--- config.mk ---
export PLATFORM = sky130hd
export DESIGN_NAME = obstacle_monitor_top
export DESIGN_NICKNAME = d
export VERILOG_FILES = /design/src/rtl/sonar_pkg.sv /design/src/rtl/alert_pkg.sv /design/src/rtl/echo_ranger.sv /design/src/rtl/proximity_judge.sv /design/src/rtl/obstacle_monitor_top.sv
export SDC_FILE = /design/constraint.sdc
export NUM_CORES = 1
export LEC_CHECK = 0
export BUFFER_PORTS_ARGS = -buffer_cell sky130_fd_sc_hd__clkbuf_2
export CAP_MARGIN = 20
export CORE_MARGIN = 5
export CORE_UTILIZATION = 40
export DETAILED_ROUTE_END_ITERATION = 6
export GPL_TIMING_DRIVEN = 0
export SLEW_MARGIN = 20
export SYNTH_ARGS = -nofsm -noshare
export SYNTH_HDL_FRONTEND = slang
export SYNTH_SLANG_ARGS = --single-unit
--- constraint.sdc ---
create_clock -name clk -period 5.4 [get_ports clk]
set_input_delay 1.08 -clock clk [delete_from_list [all_inputs] [get_ports clk]]
set_output_delay 1.08 -clock clk [all_outputs]
set_load 0.03 [all_outputs]
--- src/rtl/sonar_pkg.sv ---
`default_nettype none

package sonar_pkg;

    // Scaled down for simulation; any value that fits the widths below works
    localparam int TRIG_CYCLES     = 10;    // Trigger pulse length in cycles
    localparam int ECHO_WAIT_LIMIT = 400;   // Sampled edges before giving up on echo

    localparam int ECHO_W          = 12;
    localparam int ECHO_COUNT_MAX  = (2 ** ECHO_W) - 1;   // 4095, echo count saturates here

    // One cycle counter covers both the trigger pulse and the echo wait window
    localparam int CYCLE_SPAN = (ECHO_WAIT_LIMIT > TRIG_CYCLES) ? ECHO_WAIT_LIMIT : TRIG_CYCLES;
    localparam int CYCLE_W    = $clog2(CYCLE_SPAN + 1);

    // Echo duration in clock cycles
    typedef logic [ECHO_W-1:0] echo_count_t;

    typedef logic [CYCLE_W-1:0] cycle_count_t;

    typedef enum logic [2:0] {
        IDLE,        // Waiting for meas_req
        TRIGGER,     // Driving the trigger pulse
        WAIT_ECHO,   // Trigger done, echo not seen yet
        MEASURE,     // Echo high, counting
        DONE         // Results valid, meas_ack high
    } ranger_state_t;

endpackage

`default_nettype wire

--- src/rtl/alert_pkg.sv ---
`default_nettype none

package alert_pkg;

    localparam int NEAR_THRESHOLD = 300;   // Counts below this are near
    localparam int ALARM_ROUNDS   = 3;     // Consecutive near rounds before alarm

    localparam int STREAK_W = 2;

    // Consecutive near rounds, held at ALARM_ROUNDS once reached
    typedef logic [STREAK_W-1:0] streak_t;

    typedef enum logic [1:0] {
        IDLE,      // Waiting for host_req
        RANGING,   // meas_req high, both rangers busy
        REPORT,    // host_ack high until host drops host_req
        RELEASE    // meas_req low, waiting for both acks to drop
    } judge_state_t;

endpackage

`default_nettype wire

--- src/rtl/echo_ranger.sv ---
`timescale 1ns/1ps
`default_nettype none

module echo_ranger (
    input  logic                   clk,
    input  logic                   reset_n,
    input  logic                   meas_req,
    input  logic                   echo,
    output logic                   meas_ack,
    output logic                   trigger,
    output sonar_pkg::echo_count_t echo_count,
    output logic                   timed_out
);

    sonar_pkg::ranger_state_t state;
    sonar_pkg::ranger_state_t state_next;

    sonar_pkg::cycle_count_t cycle_cnt;   // Trigger length, then wait window

    logic trig_last;      // Last cycle of the trigger pulse
    logic wait_expired;   // Final sample of the wait window, still no echo
    logic echo_sat;

    assign trig_last = (cycle_cnt == sonar_pkg::cycle_count_t'(sonar_pkg::TRIG_CYCLES - 1));

    assign wait_expired = !echo &&
        (cycle_cnt == sonar_pkg::cycle_count_t'(sonar_pkg::ECHO_WAIT_LIMIT - 1));

    assign echo_sat = (echo_count == sonar_pkg::echo_count_t'(sonar_pkg::ECHO_COUNT_MAX));

    always_comb begin
        state_next = state;
        case (state)
            sonar_pkg::IDLE: begin
                if (meas_req) begin
                    state_next = sonar_pkg::TRIGGER;
                end
            end
            sonar_pkg::TRIGGER: begin
                if (trig_last) begin
                    state_next = sonar_pkg::WAIT_ECHO;
                end
            end
            sonar_pkg::WAIT_ECHO: begin
                if (echo) begin
                    state_next = sonar_pkg::MEASURE;
                end else if (wait_expired) begin
                    state_next = sonar_pkg::DONE;   // Give up, report a timeout
                end
            end
            sonar_pkg::MEASURE: begin
                if (!echo) begin
                    state_next = sonar_pkg::DONE;
                end
            end
            sonar_pkg::DONE: begin
                // Hold results until the judge releases its request
                if (!meas_req) begin
                    state_next = sonar_pkg::IDLE;
                end
            end
            default: begin
                state_next = sonar_pkg::IDLE;
            end
        endcase
    end

    // Trigger and ack are registered so the pins never glitch
    always_ff @(posedge clk) begin
        if (reset_n) begin
            state    <= sonar_pkg::IDLE;
            trigger  <= 1'b0;
            meas_ack <= 1'b0;
        end else begin
            state    <= state_next;
            trigger  <= (state_next == sonar_pkg::TRIGGER);
            meas_ack <= (state_next == sonar_pkg::DONE);
        end
    end

    always_ff @(posedge clk) begin
        case (state)
            sonar_pkg::IDLE: begin
                cycle_cnt <= '0;
            end
            sonar_pkg::TRIGGER: begin
                cycle_cnt <= trig_last ? '0 : cycle_cnt + 1'b1;
            end
            sonar_pkg::WAIT_ECHO: begin
                cycle_cnt <= cycle_cnt + 1'b1;
                if (echo) begin
                    echo_count <= sonar_pkg::echo_count_t'(1);   // Detecting edge counts
                    timed_out  <= 1'b0;
                end else if (wait_expired) begin
                    echo_count <= '0;
                    timed_out  <= 1'b1;
                end
            end
            sonar_pkg::MEASURE: begin
                if (echo && !echo_sat) begin
                    echo_count <= echo_count + 1'b1;
                end
            end
            default: begin
                cycle_cnt <= cycle_cnt;   // DONE holds everything
            end
        endcase
    end

endmodule

`default_nettype wire

--- src/rtl/proximity_judge.sv ---
`timescale 1ns/1ps
`default_nettype none

module proximity_judge (
    input  logic                   clk,
    input  logic                   reset_n,
    input  logic                   host_req,
    output logic                   host_ack,
    output logic                   meas_req,
    input  logic                   ack_left,
    input  logic                   ack_right,
    input  sonar_pkg::echo_count_t count_left,
    input  sonar_pkg::echo_count_t count_right,
    input  logic                   timeout_left,
    input  logic                   timeout_right,
    output sonar_pkg::echo_count_t nearest_count,
    output logic                   near_left,
    output logic                   near_right,
    output logic                   alarm
);

    alert_pkg::judge_state_t state;
    alert_pkg::judge_state_t state_next;

    alert_pkg::streak_t streak;
    alert_pkg::streak_t streak_next;

    sonar_pkg::echo_count_t side_left;    // Timeout counts as far away
    sonar_pkg::echo_count_t side_right;
    sonar_pkg::echo_count_t nearest_next;

    logic hit_left;
    logic hit_right;
    logic both_ack;
    logic both_idle;
    logic latch_en;   // Both rangers done, capture the round

    assign both_ack  = ack_left && ack_right;
    assign both_idle = !ack_left && !ack_right;
    assign latch_en  = (state == alert_pkg::RANGING) && both_ack;

    assign side_left  = timeout_left ?
        sonar_pkg::echo_count_t'(sonar_pkg::ECHO_COUNT_MAX) : count_left;
    assign side_right = timeout_right ?
        sonar_pkg::echo_count_t'(sonar_pkg::ECHO_COUNT_MAX) : count_right;

    assign nearest_next = (side_left < side_right) ? side_left : side_right;

    assign hit_left  = !timeout_left &&
        (count_left < sonar_pkg::echo_count_t'(alert_pkg::NEAR_THRESHOLD));
    assign hit_right = !timeout_right &&
        (count_right < sonar_pkg::echo_count_t'(alert_pkg::NEAR_THRESHOLD));

    // Streak restarts on a clear round, saturates at the alarm level
    always_comb begin
        if (!(hit_left || hit_right)) begin
            streak_next = '0;
        end else if (streak >= alert_pkg::streak_t'(alert_pkg::ALARM_ROUNDS)) begin
            streak_next = streak;
        end else begin
            streak_next = streak + 1'b1;
        end
    end

    always_comb begin
        state_next = state;
        case (state)
            alert_pkg::IDLE: begin
                if (host_req) begin
                    state_next = alert_pkg::RANGING;
                end
            end
            alert_pkg::RANGING: begin
                if (both_ack) begin
                    state_next = alert_pkg::RELEASE;
                end
            end
            alert_pkg::RELEASE: begin
                if (both_idle) begin
                    state_next = alert_pkg::REPORT;
                end
            end
            alert_pkg::REPORT: begin
                if (!host_req) begin
                    state_next = alert_pkg::IDLE;
                end
            end
            default: begin
                state_next = alert_pkg::IDLE;
            end
        endcase
    end

    always_ff @(posedge clk) begin
        if (reset_n) begin
            state    <= alert_pkg::IDLE;
            meas_req <= 1'b0;
            host_ack <= 1'b0;
            streak   <= '0;
            alarm    <= 1'b0;
        end else begin
            state    <= state_next;
            meas_req <= (state_next == alert_pkg::RANGING);
            host_ack <= (state_next == alert_pkg::REPORT);
            if (latch_en) begin
                streak <= streak_next;
                alarm  <= (streak_next >= alert_pkg::streak_t'(alert_pkg::ALARM_ROUNDS));
            end
        end
    end

    // Round results, held until the next round completes
    always_ff @(posedge clk) begin
        if (latch_en) begin
            nearest_count <= nearest_next;
            near_left     <= hit_left;
            near_right    <= hit_right;
        end
    end

endmodule

`default_nettype wire

--- src/rtl/obstacle_monitor_top.sv ---
`timescale 1ns/1ps
`default_nettype none

module obstacle_monitor_top (
    input  logic                   clk,
    input  logic                   reset_n,
    input  logic                   host_req,
    output logic                   host_ack,
    input  logic                   echo_left,
    input  logic                   echo_right,
    output logic                   trigger_left,
    output logic                   trigger_right,
    output sonar_pkg::echo_count_t nearest_count,
    output logic                   near_left,
    output logic                   near_right,
    output logic                   alarm
);

    logic meas_req;   // Shared by both rangers
    logic ack_left;
    logic ack_right;
    logic timeout_left;
    logic timeout_right;

    sonar_pkg::echo_count_t count_left;
    sonar_pkg::echo_count_t count_right;

    echo_ranger ranger_left (
        .clk        (clk),
        .reset_n    (reset_n),
        .meas_req   (meas_req),
        .echo       (echo_left),
        .meas_ack   (ack_left),
        .trigger    (trigger_left),
        .echo_count (count_left),
        .timed_out  (timeout_left)
    );

    echo_ranger ranger_right (
        .clk        (clk),
        .reset_n    (reset_n),
        .meas_req   (meas_req),
        .echo       (echo_right),
        .meas_ack   (ack_right),
        .trigger    (trigger_right),
        .echo_count (count_right),
        .timed_out  (timeout_right)
    );

    proximity_judge judge (
        .clk           (clk),
        .reset_n       (reset_n),
        .host_req      (host_req),
        .host_ack      (host_ack),
        .meas_req      (meas_req),
        .ack_left      (ack_left),
        .ack_right     (ack_right),
        .count_left    (count_left),
        .count_right   (count_right),
        .timeout_left  (timeout_left),
        .timeout_right (timeout_right),
        .nearest_count (nearest_count),
        .near_left     (near_left),
        .near_right    (near_right),
        .alarm         (alarm)
    );

endmodule

`default_nettype wire

# Yosys cells after proc, flatten, opt, wreduce, memory -nomap -nowiden
# Index checks and enable logic that the tools add are counted.
dict set report word_totals {
  ff_bits 75
  in_bits 5
  out_inout_bits 18
  wordCells 126
}
dict set report op_classes {
  add_sub_neg 5
  magnitude_cmp 5
  eq_ne 27
  n_mux 38
  n_reduce_logical 31
}
# op n
set ops {}
lappend ops {{$mux W12} 9}
lappend ops {{$pmux W9 S3} 2}
lappend ops {{$pmux W12 S2} 2}
lappend ops {{$mux W3} 12}
lappend ops {{$pmux W3 S5} 2}
lappend ops {{$add A12 B1 Y12 const B} 2}
lappend ops {{$eq A12 B12 Y1 const B} 2}
lappend ops {{$lt A12 B9 Y1 const B} 2}
lappend ops {{$add A9 B1 Y9 const B} 2}
lappend ops {{$eq A9 B4 Y1 const B} 2}
lappend ops {{$eq A9 B9 Y1 const B} 2}
lappend ops {{$mux W9} 2}
lappend ops {{$eq A3 B1 Y1 const B} 4}
lappend ops {{$eq A3 B2 Y1 const B} 4}
lappend ops {{$eq A3 B3 Y1 const B} 4}
lappend ops {{$lt A12 B12 Y1} 1}
lappend ops {{$mux W2} 6}
lappend ops {{$logic_and A1 B1 Y1} 9}
lappend ops {{$logic_not A1 Y1} 8}
lappend ops {{$pmux W2 S4} 1}
lappend ops {{$reduce_bool A2 Y1} 4}
lappend ops {{$eq A2 B2 Y1 const B} 3}
lappend ops {{$logic_not A3 Y1} 2}
lappend ops {{$ne A3 B2 Y1 const B} 2}
lappend ops {{other kinds (10)} 17}

# Longest topological paths before layout
# Gate-level depths: netlist (run 1).
dict set report logic_depth {
  word_depth 6
  mapped_depth 10
  mapped_depth_nobuf 8
}

# Hierarchy
# Synthesis (run 1) repeated with hierarchy kept, for this count alone.
dict set report unflattened {
  cells_unflattened 396
  area_unflattened_um2 4026.4
}
# mod instances cells_each area_per_inst_um2 seq_area_each_um2
set modules_own_cells {}
lappend modules_own_cells {echo_ranger 2 133 1380.1 760.7}
lappend modules_own_cells {proximity_judge 1 130 1266.2 560.5}

# Least setup slack after synthesis (run 1)
# OpenSTA, ideal clock, no wires.
dict set report synth_timing {
  path_kind {register -> register}
  startpoint {reg ranger_left.timed_out}
  endpoint {reg judge.nearest_count[10] (data pin)}
  setup_time_ns 0.261
  arrival_time_ns 2.093
  required_time_ns 5.139
  setup_slack_ns 3.046
  stages_incl_launch_ff 10
  n_path_buf 2
  synth_period_minus_slack_ns 2.354
  path_cell_list {edfxtp_1 -> clkbuf_1 -> nor2_1 -> inv_1 -> ha_1 -> nand4_2 -> or3_1 -> o221ai_2 -> buf_6 -> mux2i_1}
}
dict set report synth_between {
  elab_chain_len 3
}
# element line
set synth_lines {}
lappend synth_lines {{start: declaration} echo_ranger.sv:12} ;# output logic timed_out
lappend synth_lines {{start signal: assignment} echo_ranger.sv:93} ;# timed_out <= 1'b0;
lappend synth_lines {{start signal: assignment} echo_ranger.sv:96} ;# timed_out <= 1'b1;
lappend synth_lines {{$mux W12 (*)} proximity_judge.sv:42} ;# assign side_left = timeout_left ?
lappend synth_lines {{$lt A12 B12 Y1} proximity_judge.sv:47} ;# assign nearest_next = (side_left < side_right) ? side_left : side_right;
lappend synth_lines {{$mux W12 (*)} proximity_judge.sv:47}
lappend synth_lines {{named net judge.nearest_next[10]} proximity_judge.sv:30} ;# sonar_pkg::echo_count_t nearest_next;
lappend synth_lines {{end signal: assignment} proximity_judge.sv:115} ;# nearest_count <= nearest_next;
lappend synth_lines {{end: declaration} proximity_judge.sv:16} ;# output sonar_pkg::echo_count_t nearest_count,
# The timed path passes the listed nets; every way through them passes the cells marked *.
# A chain may end at the register's enable or synchronous reset.

# Worst setup path in the final report (run 1)
dict set report layout_timing {
  startpoint {reg ranger_right.timed_out}
  endpoint {reg judge.nearest_count[2] (data pin)}
}
dict set report layout_between {
  elab_chain_len 3
}
# element line
set layout_lines {}
lappend layout_lines {{start: declaration} echo_ranger.sv:12}
lappend layout_lines {{start signal: assignment} echo_ranger.sv:93}
lappend layout_lines {{start signal: assignment} echo_ranger.sv:96}
lappend layout_lines {{$mux W12 (*)} proximity_judge.sv:44} ;# assign side_right = timeout_right ?
lappend layout_lines {{$lt A12 B12 Y1} proximity_judge.sv:47}
lappend layout_lines {{$mux W12 (*)} proximity_judge.sv:47}
lappend layout_lines {{named net judge.nearest_next[2]} proximity_judge.sv:30}
# Marked as above.

==> metrics, run 1 <==
Synth area leader edfxtp_1; via/cell ratio 4.98; vias in the first global route ~2900; Synth top area share a little over two fifths; RSZ-0062 raised after global routing no; Initial Util 40.7%; final hold violations 0; drt drc 0; first-pass GRT wire length 13.0 mm; diode count 0; Crit path max-delay family simple AND/OR/NAND/NOR gates; I/O pin count 23; DRT iter0 DRCs 114; sequential power share between 50 and 60%; adder and majority cell fraction of the synthesized area 5.37%; leakage power 1.69 nW; Total Wirelength 7.43 mm; CTS tree yes; number of nets with antenna violations after routing 0; clk sinks 75; Synth Area in Compound Gates 7.59%; Skew-Pair Late Insertion Delay 350 ps; sw power 232 µW; Area contributors post-synth edfxtp_1 44%, dfxtp_1 8.6%, nor2_1 7.5%; postcts setup bufs 0; Crit path buffers/inverters 2; TNS Setup 0 ps; CTS HTree Levels 3; EDFF count, synth slightly below 60; # hold bufs at CTS 0; fmax about 0.37 GHz; Switching Share 20.7%; Clock Tree Buf Depth 2; Post-Synth XOR/XNOR Area 7.30%; CP required 5560 ps; GRT Util Overall 13.8%; Die X-Extent 109 µm; syn_area_per_cell 9.95 µm²; Pwr per Cell Area 252 nW/µm²; Slew Viols, Final 0; Crit Path Category reg -> reg; status finished clean; Ys Warns 0; Yosys reg bits 75; detailed-route via count between 2000 and 3000; simple logic cell fraction of the synthesized area between 10% and 20%; slowest stage cell, crit path edfxtp_1; dominant synthesized flop cell edfxtp_1; DP HPWL roughly 5.4 mm; Final setup viols 0; CORE AREA 9730 µm²; Period minus WS final 2700 ps; port buffer count 21; Int Power 888 µW; min-delay worst type reg -> reg; R2R setup slack between 2000 and 3000 ps; Tcrit/Tclk final 50.1%; post-synthesis cell type count 37; mux share of post-synthesis cell area under 10%; clock root buffer clkbuf_8; Clock Skew 12.7 ps; Slew HR 42.5%; most frequent cell after synthesis nor2_1; post-synthesis cell count 398; total CTS buffers 9; DR pass1 iterations 4; Seq/Total Area, Yosys 52.6%; asr flop ratio synth 0%; Finished Cell Area 4440 µm²; Clock power frac 42.0%; Worst Setup Start Kind flip-flop; pin count of the biggest net entering global routing 17; crit path max fanout 10; Layout Nets 452; Gate power share 2.3%; drt wl/cell 13.1 µm; CTS clk-pin slew, worst paths around 80 ps; Synth-to-Final Area Change 12.1%; Max-Cap Viols 0; slowest stage delay, CP 420 ps; gpl congestion 0.766; Post-CTS Resized 0; Core Util, Final 45.6%; largest family of logic cells by synthesized area simple AND/OR/NAND/NOR gates; synthesized area roughly 4000 µm²; critical-path cell list clkbuf_1 -> nor2_1 -> ha_1 -> nand4_2 -> or3_1 -> o221ai_2 -> buf_6 -> mux2i_1; GR Overflow Total 0; top cells by count, synth 79 x nor2_1, 58 x edfxtp_1, 27 x nand2_1; Critical Path End Type flip-flop; Worst-Margin Slew 863 ps; syn nets 420; Power Total 1.12 mW; initial antenna violation count 0; ratio of cells with drive above 1 in the final layout 10.1%; die footprint 12000 µm²; die height between 100 and 150 µm; Core Rows 36; CP Data Arrival Time between 2000 and 3000 ps; placement-stage cell area 4230 µm²; Peak supply drop 0.126 mV
## worst register-to-register path, cell delays in order (launching register included)
cell      delay (ps)
edfxtp_1         420
clkbuf_1         320
nor2_1           140
ha_1             340
nand4_2          120
or3_1            400
o221ai_2         280
buf_6            220
mux2i_1          270
## layout make-up
class	instances	area, µm²
clock inverters	5	77.6
fillers	948	5290
flip-flops and latches	75	2080
well taps	133	166
plain buffers	18	78.8
clock buffers	11	131
multi-input cells	279	1700
repair buffers	21	105
inverters	26	97.6
## per-stage QoR
| stage | hold WS, ps | std cells | worst slack [ps] |
|---|---|---|---|
| floorplan | 461 | 398 | 3050 |
| global placement | 472 | 552 | 2740 |
| detailed placement | 475 | 552 | 2730 |
| CTS | 486 | 568 | 2710 |
| global route | 505 | 568 | 2460 |
| finish | 477 | 568 | 2700 |
## power by group through the flow
stage / Sequential [mW] / Combinational, mW / Clock, mW
global placement: 0.637 / 0.0259 / 0
detailed placement: 0.637 / 0.0265 / 0
CTS: 0.624 / 0.0266 / 0.478
finish: 0.624 / 0.0260 / 0.470
floorplan: 0.638 / 0.0166 / 0
global route: 0.624 / 0.0303 / 0.508
## layout by cell type (no fill, tap or decap), drive strengths merged, types with 2 or more instances in the layout
cell type	synthesis	final
bufinv	0	2
mux2i	12	12
nand2	27	27
a211oi	2	2
a31o	2	2
clkinv	0	2
clkbuf	14	46
or2	2	2
nor4	4	4
and2	3	3
or3	7	7
and4	4	4
a21o	2	2
o211ai	2	2
and3	8	8
xnor2	16	16
nor2	79	79
buf	4	4
ha	17	17
a21oi	17	17
a311o	2	2
inv	26	26
nand4	8	8
xor2	17	17
nor3	12	12
nand3	13	13
a311oi	2	2
o21ai	12	12
o22ai	4	4
dfxtp	17	17
edfxtp	58	58
## final timing paths
| check | cells after the start | startpoint | to |
|---|---|---|---|
| worst min-delay path | 2 | judge.alarm$_SDFFE_PP0P_ | judge.alarm$_SDFFE_PP0P_ |
| worst max-delay path | 8 | ranger_right.timed_out$_SDFFCE_PP0P_ | judge.nearest_count[2]$_DFFE_PP_ |
| worst max register to register | 8 | ranger_right.timed_out$_SDFFCE_PP0P_ | judge.nearest_count[2]$_DFFE_PP_ |
| worst min register to register | 2 | judge.alarm$_SDFFE_PP0P_ | judge.alarm$_SDFFE_PP0P_ |
## registers in the layout (all words and copies together) (netlist names), 2 cells and up
name,cells
judge.nearest_count,12
ranger_left.echo_count,12
ranger_right.echo_count,12
ranger_left.cycle_cnt,9
ranger_right.cycle_cnt,9
ranger_left.state,3
ranger_right.state,3
judge.state,2
judge.streak,2
## per-layer routing
metal / up-vias / wire [µm] / track usage, %
li1: 1457 / - / -
met4: 0 / 206 / 7.12
met3: 17 / 247 / 2.35
met5: - / 0 / 0
met2: 58 / 3450 / 22.0
met1: 1295 / 3530 / 18.1
## kinds of logic (layout without fill, tap and decap cells)
logic type / after synthesis / count (layout)
AND/OR/NAND/NOR: 169 / 169
flip-flops: 75 / 75
AO/OA/AOI/OAI: 48 / 48
buffers and inverters: 44 / 81
XOR/XNOR: 33 / 33
adder cells (fa/ha/maj): 17 / 17
multiplexers: 12 / 12
(Power assumes the default switching activity.)
==> run 2, diff against run 1 <==
==> constraint.sdc (replaced) <==
create_clock -name clk -period 2.45 [get_ports clk]
set_input_delay 0.49 -clock clk [delete_from_list [all_inputs] [get_ports clk]]
set_output_delay 0.49 -clock clk [all_outputs]
set_load 0.03 [all_outputs]
==> run 2 against run 1 <==
  * The flow now finishes with violations (negative setup slack)
  * Sequential cell count is the same
  * Power up 120%
  * Sequential share of layout area decreased by 3.7 points
  * Clock power grew 120%
  * Global-route usage increased by 0.18 points
  * Die area did not move
==> metrics, run 2 (synthesized netlist as in run 1, its figures left out) <==
status finished with violations; failing checks negative setup slack; fmax between 0.4 and 0.5 GHz; Total Wirelength 7.92 mm; Skew-Pair Late Insertion Delay 350 ps; DR pass1 iterations 4; total CTS buffers 9; slowest stage cell, crit path edfxtp_1; final worst slack -6.46 ps; Worst-Margin Slew 863 ps; vias in the first global route 2884; initial antenna violation count 0; M1 WL 3.64 mm; diode count 0; FF-to-FF End judge.nearest_count[6]$_DFFE_PP_; Slew Viols, Final 0; crit path max fanout 5; Synth-to-Final Area Change 21.8%; DP HPWL ~5.4 mm; RSZ-0062 raised after global routing yes; Clock Skew 10.9 ps; Crit path max-delay family simple AND/OR/NAND/NOR gates; CP required roughly 2600 ps; Layout Nets 464; CP Data Arrival Time 2650 ps; Crit path buffers/inverters 3; leakage power 1.78 nW; Largest regs judge.nearest_count: 12 flops, ranger_left.echo_count: 12 flops, ranger_right.echo_count: 12 flops; gpl congestion 0.766; critical-path cell list buf_8 -> nor2_4 -> inv_2 -> ha_4 -> nand4_4 -> or3_4 -> o221ai_4 -> clkbuf_16 -> mux2i_1; met2 wire len 3.76 mm; worst r2r src ranger_left.timed_out$_SDFFCE_PP0P_; R2R setup slack -6 ps; Levels on crit path 9; Initial Util 40.7%; # fillers 899; FF-to-FF path depth 9; CTS HTree Levels 3; placed insts around 550; GRT Util Overall 14.0%; DRT iter0 DRCs 127; placement-stage cell area 4230 µm²; Max-Cap Viols 0; final hold violations 0; Worst Setup Start Kind flip-flop; most common cell after layout, fill and taps aside nor2_1; I/O pin count 23; Core Rows 36; Die X-Extent 109 µm; port buffer count 21; # hold bufs at CTS 0; Power Total 2.47 mW; slowest stage delay, CP 510 ps; number of nets with antenna violations after routing 0; commonest cells after routing, fill and taps aside 67 x nor2_1, 58 x edfxtp_1, 26 x nand2_1, 22 x clkbuf_2, 20 x inv_1; Switching Share roughly a fifth; Period minus WS final 2460 ps; Clock power frac 42.0%; ratio of cells with drive above 1 in the final layout roughly a fifth; crit path capture judge.nearest_count[6]$_DFFE_PP_; detailed-route via count between 2000 and 3000; clk sinks 75; Gate power share roughly 2.3%; die height 109 µm; Peak supply drop 0.280 mV; final cell count without fillers 580; Worst Hold Slack roughly 420 ps; min-delay worst type in -> reg; DR top layer met4; drt drc 0; GR Overflow Total 0; pin count of the biggest net entering global routing 17; clock root buffer clkbuf_8; Pwr per Cell Area 512 nW/µm²; first-pass GRT wire length approximately 13 mm; Slew HR 42.5%; CTS tree yes; die footprint 12000 µm²; CTS clk-pin slew, worst paths ~80 ps; Final setup viols 1; drt wl/cell 13.6 µm; Critical Path End Type flip-flop; sw power 515 µW; sequential power share between 50% and 60%; Setup crit start ranger_left.timed_out$_SDFFCE_PP0P_; Clock Tree Buf Depth 2; WL met3 309 µm; CORE AREA 9730 µm²; Tcrit/Tclk final 100%; via/cell ratio 5.03; Crit Path Category reg -> reg; Finished Cell Area between 4000 and 5000 µm²; Int Power 1.96 mW
## run 2: power by group through the flow
stage	logic, mW	clock network (mW)	registers [mW]
5_1_grt	0.0667	1.12	1.38
3_3_place_gp	0.0571	0	1.40
3_5_place_dp	0.0583	0	1.40
6_report	0.0574	1.04	1.37
4_1_cts	0.0586	1.05	1.37
2_1_floorplan	0.0366	0	1.41
## run 2: worst min path at each step
| stage | end | from | depth (start not counted) |
|---|---|---|---|
| floorplan | judge.alarm$_SDFFE_PP0P_ | judge.streak[1]$_SDFFE_PP0P_ | 2 |
| global route | ranger_left.state[0]$_SDFF_PP0_ | echo_left | 2 |
| finish | ranger_left.state[0]$_SDFF_PP0_ | echo_left | 2 |
| CTS | ranger_left.state[0]$_SDFF_PP0_ | echo_left | 2 |
| detailed placement | judge.alarm$_SDFFE_PP0P_ | judge.alarm$_SDFFE_PP0P_ | 2 |
| global placement | judge.alarm$_SDFFE_PP0P_ | judge.alarm$_SDFFE_PP0P_ | 2 |
## run 2: metrics by stage
stage	utilization, %	setup slack, ps	setup TNS, ps
2_1_floorplan	-	95.5	0
3_3_place_gp	43.5	-206	-1470
3_5_place_dp	43.5	-219	-1650
4_1_cts	46.9	3.33	0
5_1_grt	49.6	-70.5	-693
6_report	49.6	-6.46	-6.46
## run 2: timing repair
action                     4_1_cts  5_1_grt
gates cloned                     1        1
setup buffers                    6        5
gates resized for setup         14       43
setup endpoints to repair       11       12
pin swaps                        1        7
## run 2: layout make-up
cell class / instances / area, µm² / share of cell area [%]
Sequential cell: 75 / 2080 / 43.2
Multi-Input combinational cell: 279 / 1940 / 40.2
Timing Repair Buffer: 34 / 239 / 4.96
Tap cell: 133 / 166 / 3.45
Clock buffer: 11 / 131 / 2.72
Inverter: 26 / 97.6 / 2.02
Buffer: 17 / 90.1 / 1.87
Clock inverter: 5 / 77.6 / 1.61
## run 2: routing by layer
layer  track usage [%]  vias to the layer above
met4              7.12                        0
met1              18.4                     1355
met5                 0                        -
met3              2.35                       18
met2              22.3                       63
li1                  -                     1482
## run 2: worst reg2reg max path: stages, from the launching register on
cell and delay [ps]:
edfxtp_1 510, buf_8 200, nor2_4 120, inv_2 60
ha_4 280, nand4_4 70, or3_4 350, o221ai_4 280
clkbuf_16 220, mux2i_1 200
==> run 3, diff against run 2 <==
--- a/config.mk
+++ b/config.mk
@@ -7,10 +7,13 @@
 export LEC_CHECK = 0
 export BUFFER_PORTS_ARGS = -buffer_cell sky130_fd_sc_hd__clkbuf_2
 export CAP_MARGIN = 20
+export CELL_PAD_IN_SITES_DETAIL_PLACEMENT = 1
+export CELL_PAD_IN_SITES_GLOBAL_PLACEMENT = 1
 export CORE_MARGIN = 5
 export CORE_UTILIZATION = 40
 export DETAILED_ROUTE_END_ITERATION = 6
 export GPL_TIMING_DRIVEN = 0
+export PLACE_DENSITY_LB_ADDON = 0.1
 export SLEW_MARGIN = 20
 export SYNTH_ARGS = -nofsm -noshare
 export SYNTH_HDL_FRONTEND = slang
==> run 3 against run 2 <==
  * The flow now finishes without violations
  * Largest power group unchanged
  * Via count fell by 0.69%
  * Global-route usage increased by 1.2 points
  * Worst hold slack got worse by 8.2 ps
  * Sequential power about the same
  * Maximum frequency increased by 2.0%
  * Sequential cell count stayed put
  * Power down 1.1%
  * Highest routed layer unchanged
  * Largest cell class unchanged
==> metrics, run 3 (synthesized netlist as in run 1, its figures left out) <==
status finished clean; die footprint 12000 µm²; leakage power 1.75 nW; R2R setup slack 40 ps; Worst Hold Depth 2; Hold EP ranger_right.state[0]$_SDFF_PP0_; min-delay worst type in -> reg; sw power ~560 µW; CORE AREA 9730 µm²; Switching Share between 20% and 30%; first-pass GRT wire length roughly 14 mm; port buffer count 21; Synth-to-Final Area Change 18.4%; CP Data Arrival Time around 2600 ps; Worst Setup Start Kind flip-flop; pin count of the biggest net entering global routing 17; most common cell after layout, fill and taps aside nor2_1; drt drc 0; clk sinks 75; Clock power frac approximately two fifths; # fillers between 1000 and 1500; worst r2r src ranger_left.timed_out$_SDFFCE_PP0P_; detailed-route via count roughly 2900; CTS HTree Levels 3; Clock Skew 10.3 ps; fmax 0.415 GHz; Slew Viols, Final 0; Layout Nets 458; Initial Util 40.7%; via/cell ratio 5.05; Finished Cell Area around 4700 µm²; Worst-Margin Slew 888 ps; CTS tree yes; Skew-Pair Late Insertion Delay 370 ps; DRT iter0 DRCs 66; Gate power share around 2.4%; total CTS buffers 9; slowest stage cell, crit path edfxtp_1; Final setup viols 0; Total Wirelength 8.64 mm; slowest stage delay, CP 480 ps; commonest cells after routing, fill and taps aside 70 x nor2_1, 58 x edfxtp_1, 27 x nand2_1, 23 x inv_1, 21 x clkbuf_2; final hold violations 0; GR Overflow Total 0; RSZ-0062 raised after global routing yes; Setup crit start ranger_left.timed_out$_SDFFCE_PP0P_; diode count 0; FF-to-FF End judge.nearest_count[2]$_DFFE_PP_; GRT Util Overall 15.2%; crit path max fanout 5; Core Util, Final 48.2%; Core Rows 36; clock root buffer clkbuf_8; DP Worst Slack -248 ps; Period minus WS final about 2400 ps; Peak supply drop 0.255 mV; DR pass1 iterations 4; sequential power share 56.2%; Die X-Extent ~110 µm; Critical Path End Type flip-flop; Slew HR 40.8%; Int Power between 1.5 and 2 mW; number of nets with antenna violations after routing 0; min-delay src echo_right; vias in the first global route 2939; critical-path cell list clkbuf_16 -> nor2_4 -> inv_1 -> ha_1 -> nand2_1 -> or3_4 -> o221ai_4 -> buf_6 -> mux2i_2; I/O pin count 23; placement-stage cell area ~4200 µm²; final worst slack approximately 42 ps; CTS clk-pin slew, worst paths ~80 ps; Tcrit/Tclk final 98.3%; die height 109 µm; Largest regs judge.nearest_count: 12 flops, ranger_left.echo_count: 12 flops, ranger_right.echo_count: 12 flops; ratio of cells with drive above 1 in the final layout around 18%; Max-Cap Viols 0; FF-to-FF path depth 9; Crit Path Category reg -> reg; Clock Tree Buf Depth 2; gpl congestion around 0.78; Power Total 2.44 mW; initial antenna violation count 0; CP required 2650 ps; DP HPWL 6.22 mm; Worst Hold Slack 407 ps; # hold bufs at CTS 0; drt wl/cell 15.1 µm; Pwr per Cell Area 522 nW/µm²
run 3: power groups by stage:
stage | logic [mW] | clock network, mW | registers, mW
floorplan | 0.0366 | 0 | 1.41
global route | 0.0683 | 1.10 | 1.38
finish | 0.0587 | 1.01 | 1.38
global placement | 0.0587 | 0 | 1.40
CTS | 0.0603 | 1.03 | 1.38
detailed placement | 0.0598 | 0 | 1.40
run 3: how the worst max path moves through the flow:
stage,slack (ps),end,depth (start not counted)
floorplan,100,judge.nearest_count[10]$_DFFE_PP_,9
global placement,-220,judge.nearest_count[3]$_DFFE_PP_,9
detailed placement,-250,judge.nearest_count[2]$_DFFE_PP_,9
CTS,-2,judge.nearest_count[8]$_DFFE_PP_,10
global route,-110,judge.nearest_count[3]$_DFFE_PP_,10
finish,40,judge.nearest_count[2]$_DFFE_PP_,9
run 3: timing repair:
| item | 4_1_cts | 5_1_grt |
|---|---|---|
| buffers inserted | 5 | 0 |
| gates resized for setup | 10 | 28 |
| pin swaps | 1 | 5 |
| setup endpoints to repair | 12 | 11 |
| cloned | 1 | 1 |
run 3: cell type report:
type / count / area, µm² / area share (%)
sequential: 75 / 2080 / 44.4
clock inverter: 5 / 40.0 / 0.854
timing repair buffer: 28 / 175 / 3.74
multi-input combinational: 279 / 1870 / 39.8
tap: 133 / 166 / 3.55
inverter: 26 / 97.6 / 2.08
clock buffer: 11 / 174 / 3.71
buffer: 17 / 86.3 / 1.84
run 3: metrics by stage:
step	setup TNS [ps]	cells
5_1_grt	-988	574
2_1_floorplan	0	398
3_3_place_gp	-1600	552
6_report	0	574
4_1_cts	-3.68	573
3_5_place_dp	-2000	552
run 3: critical path: cells and delay by family, from the launching register on:
kind | cells | cell delay, ps
compound gates | 1 | 230
fa+ha+maj | 1 | 290
buf+inv | 3 | 450
flops | 1 | 480
mux | 1 | 240
simple gates | 3 | 540
run 3: layer usage:
| metal | wire (µm) | GRT usage [%] |
|---|---|---|
| met5 | 0 | 0 |
| met4 | 174 | 5.52 |
| met3 | 199 | 3.29 |
| met2 | 4170 | 25.1 |
| met1 | 4100 | 19.6 |
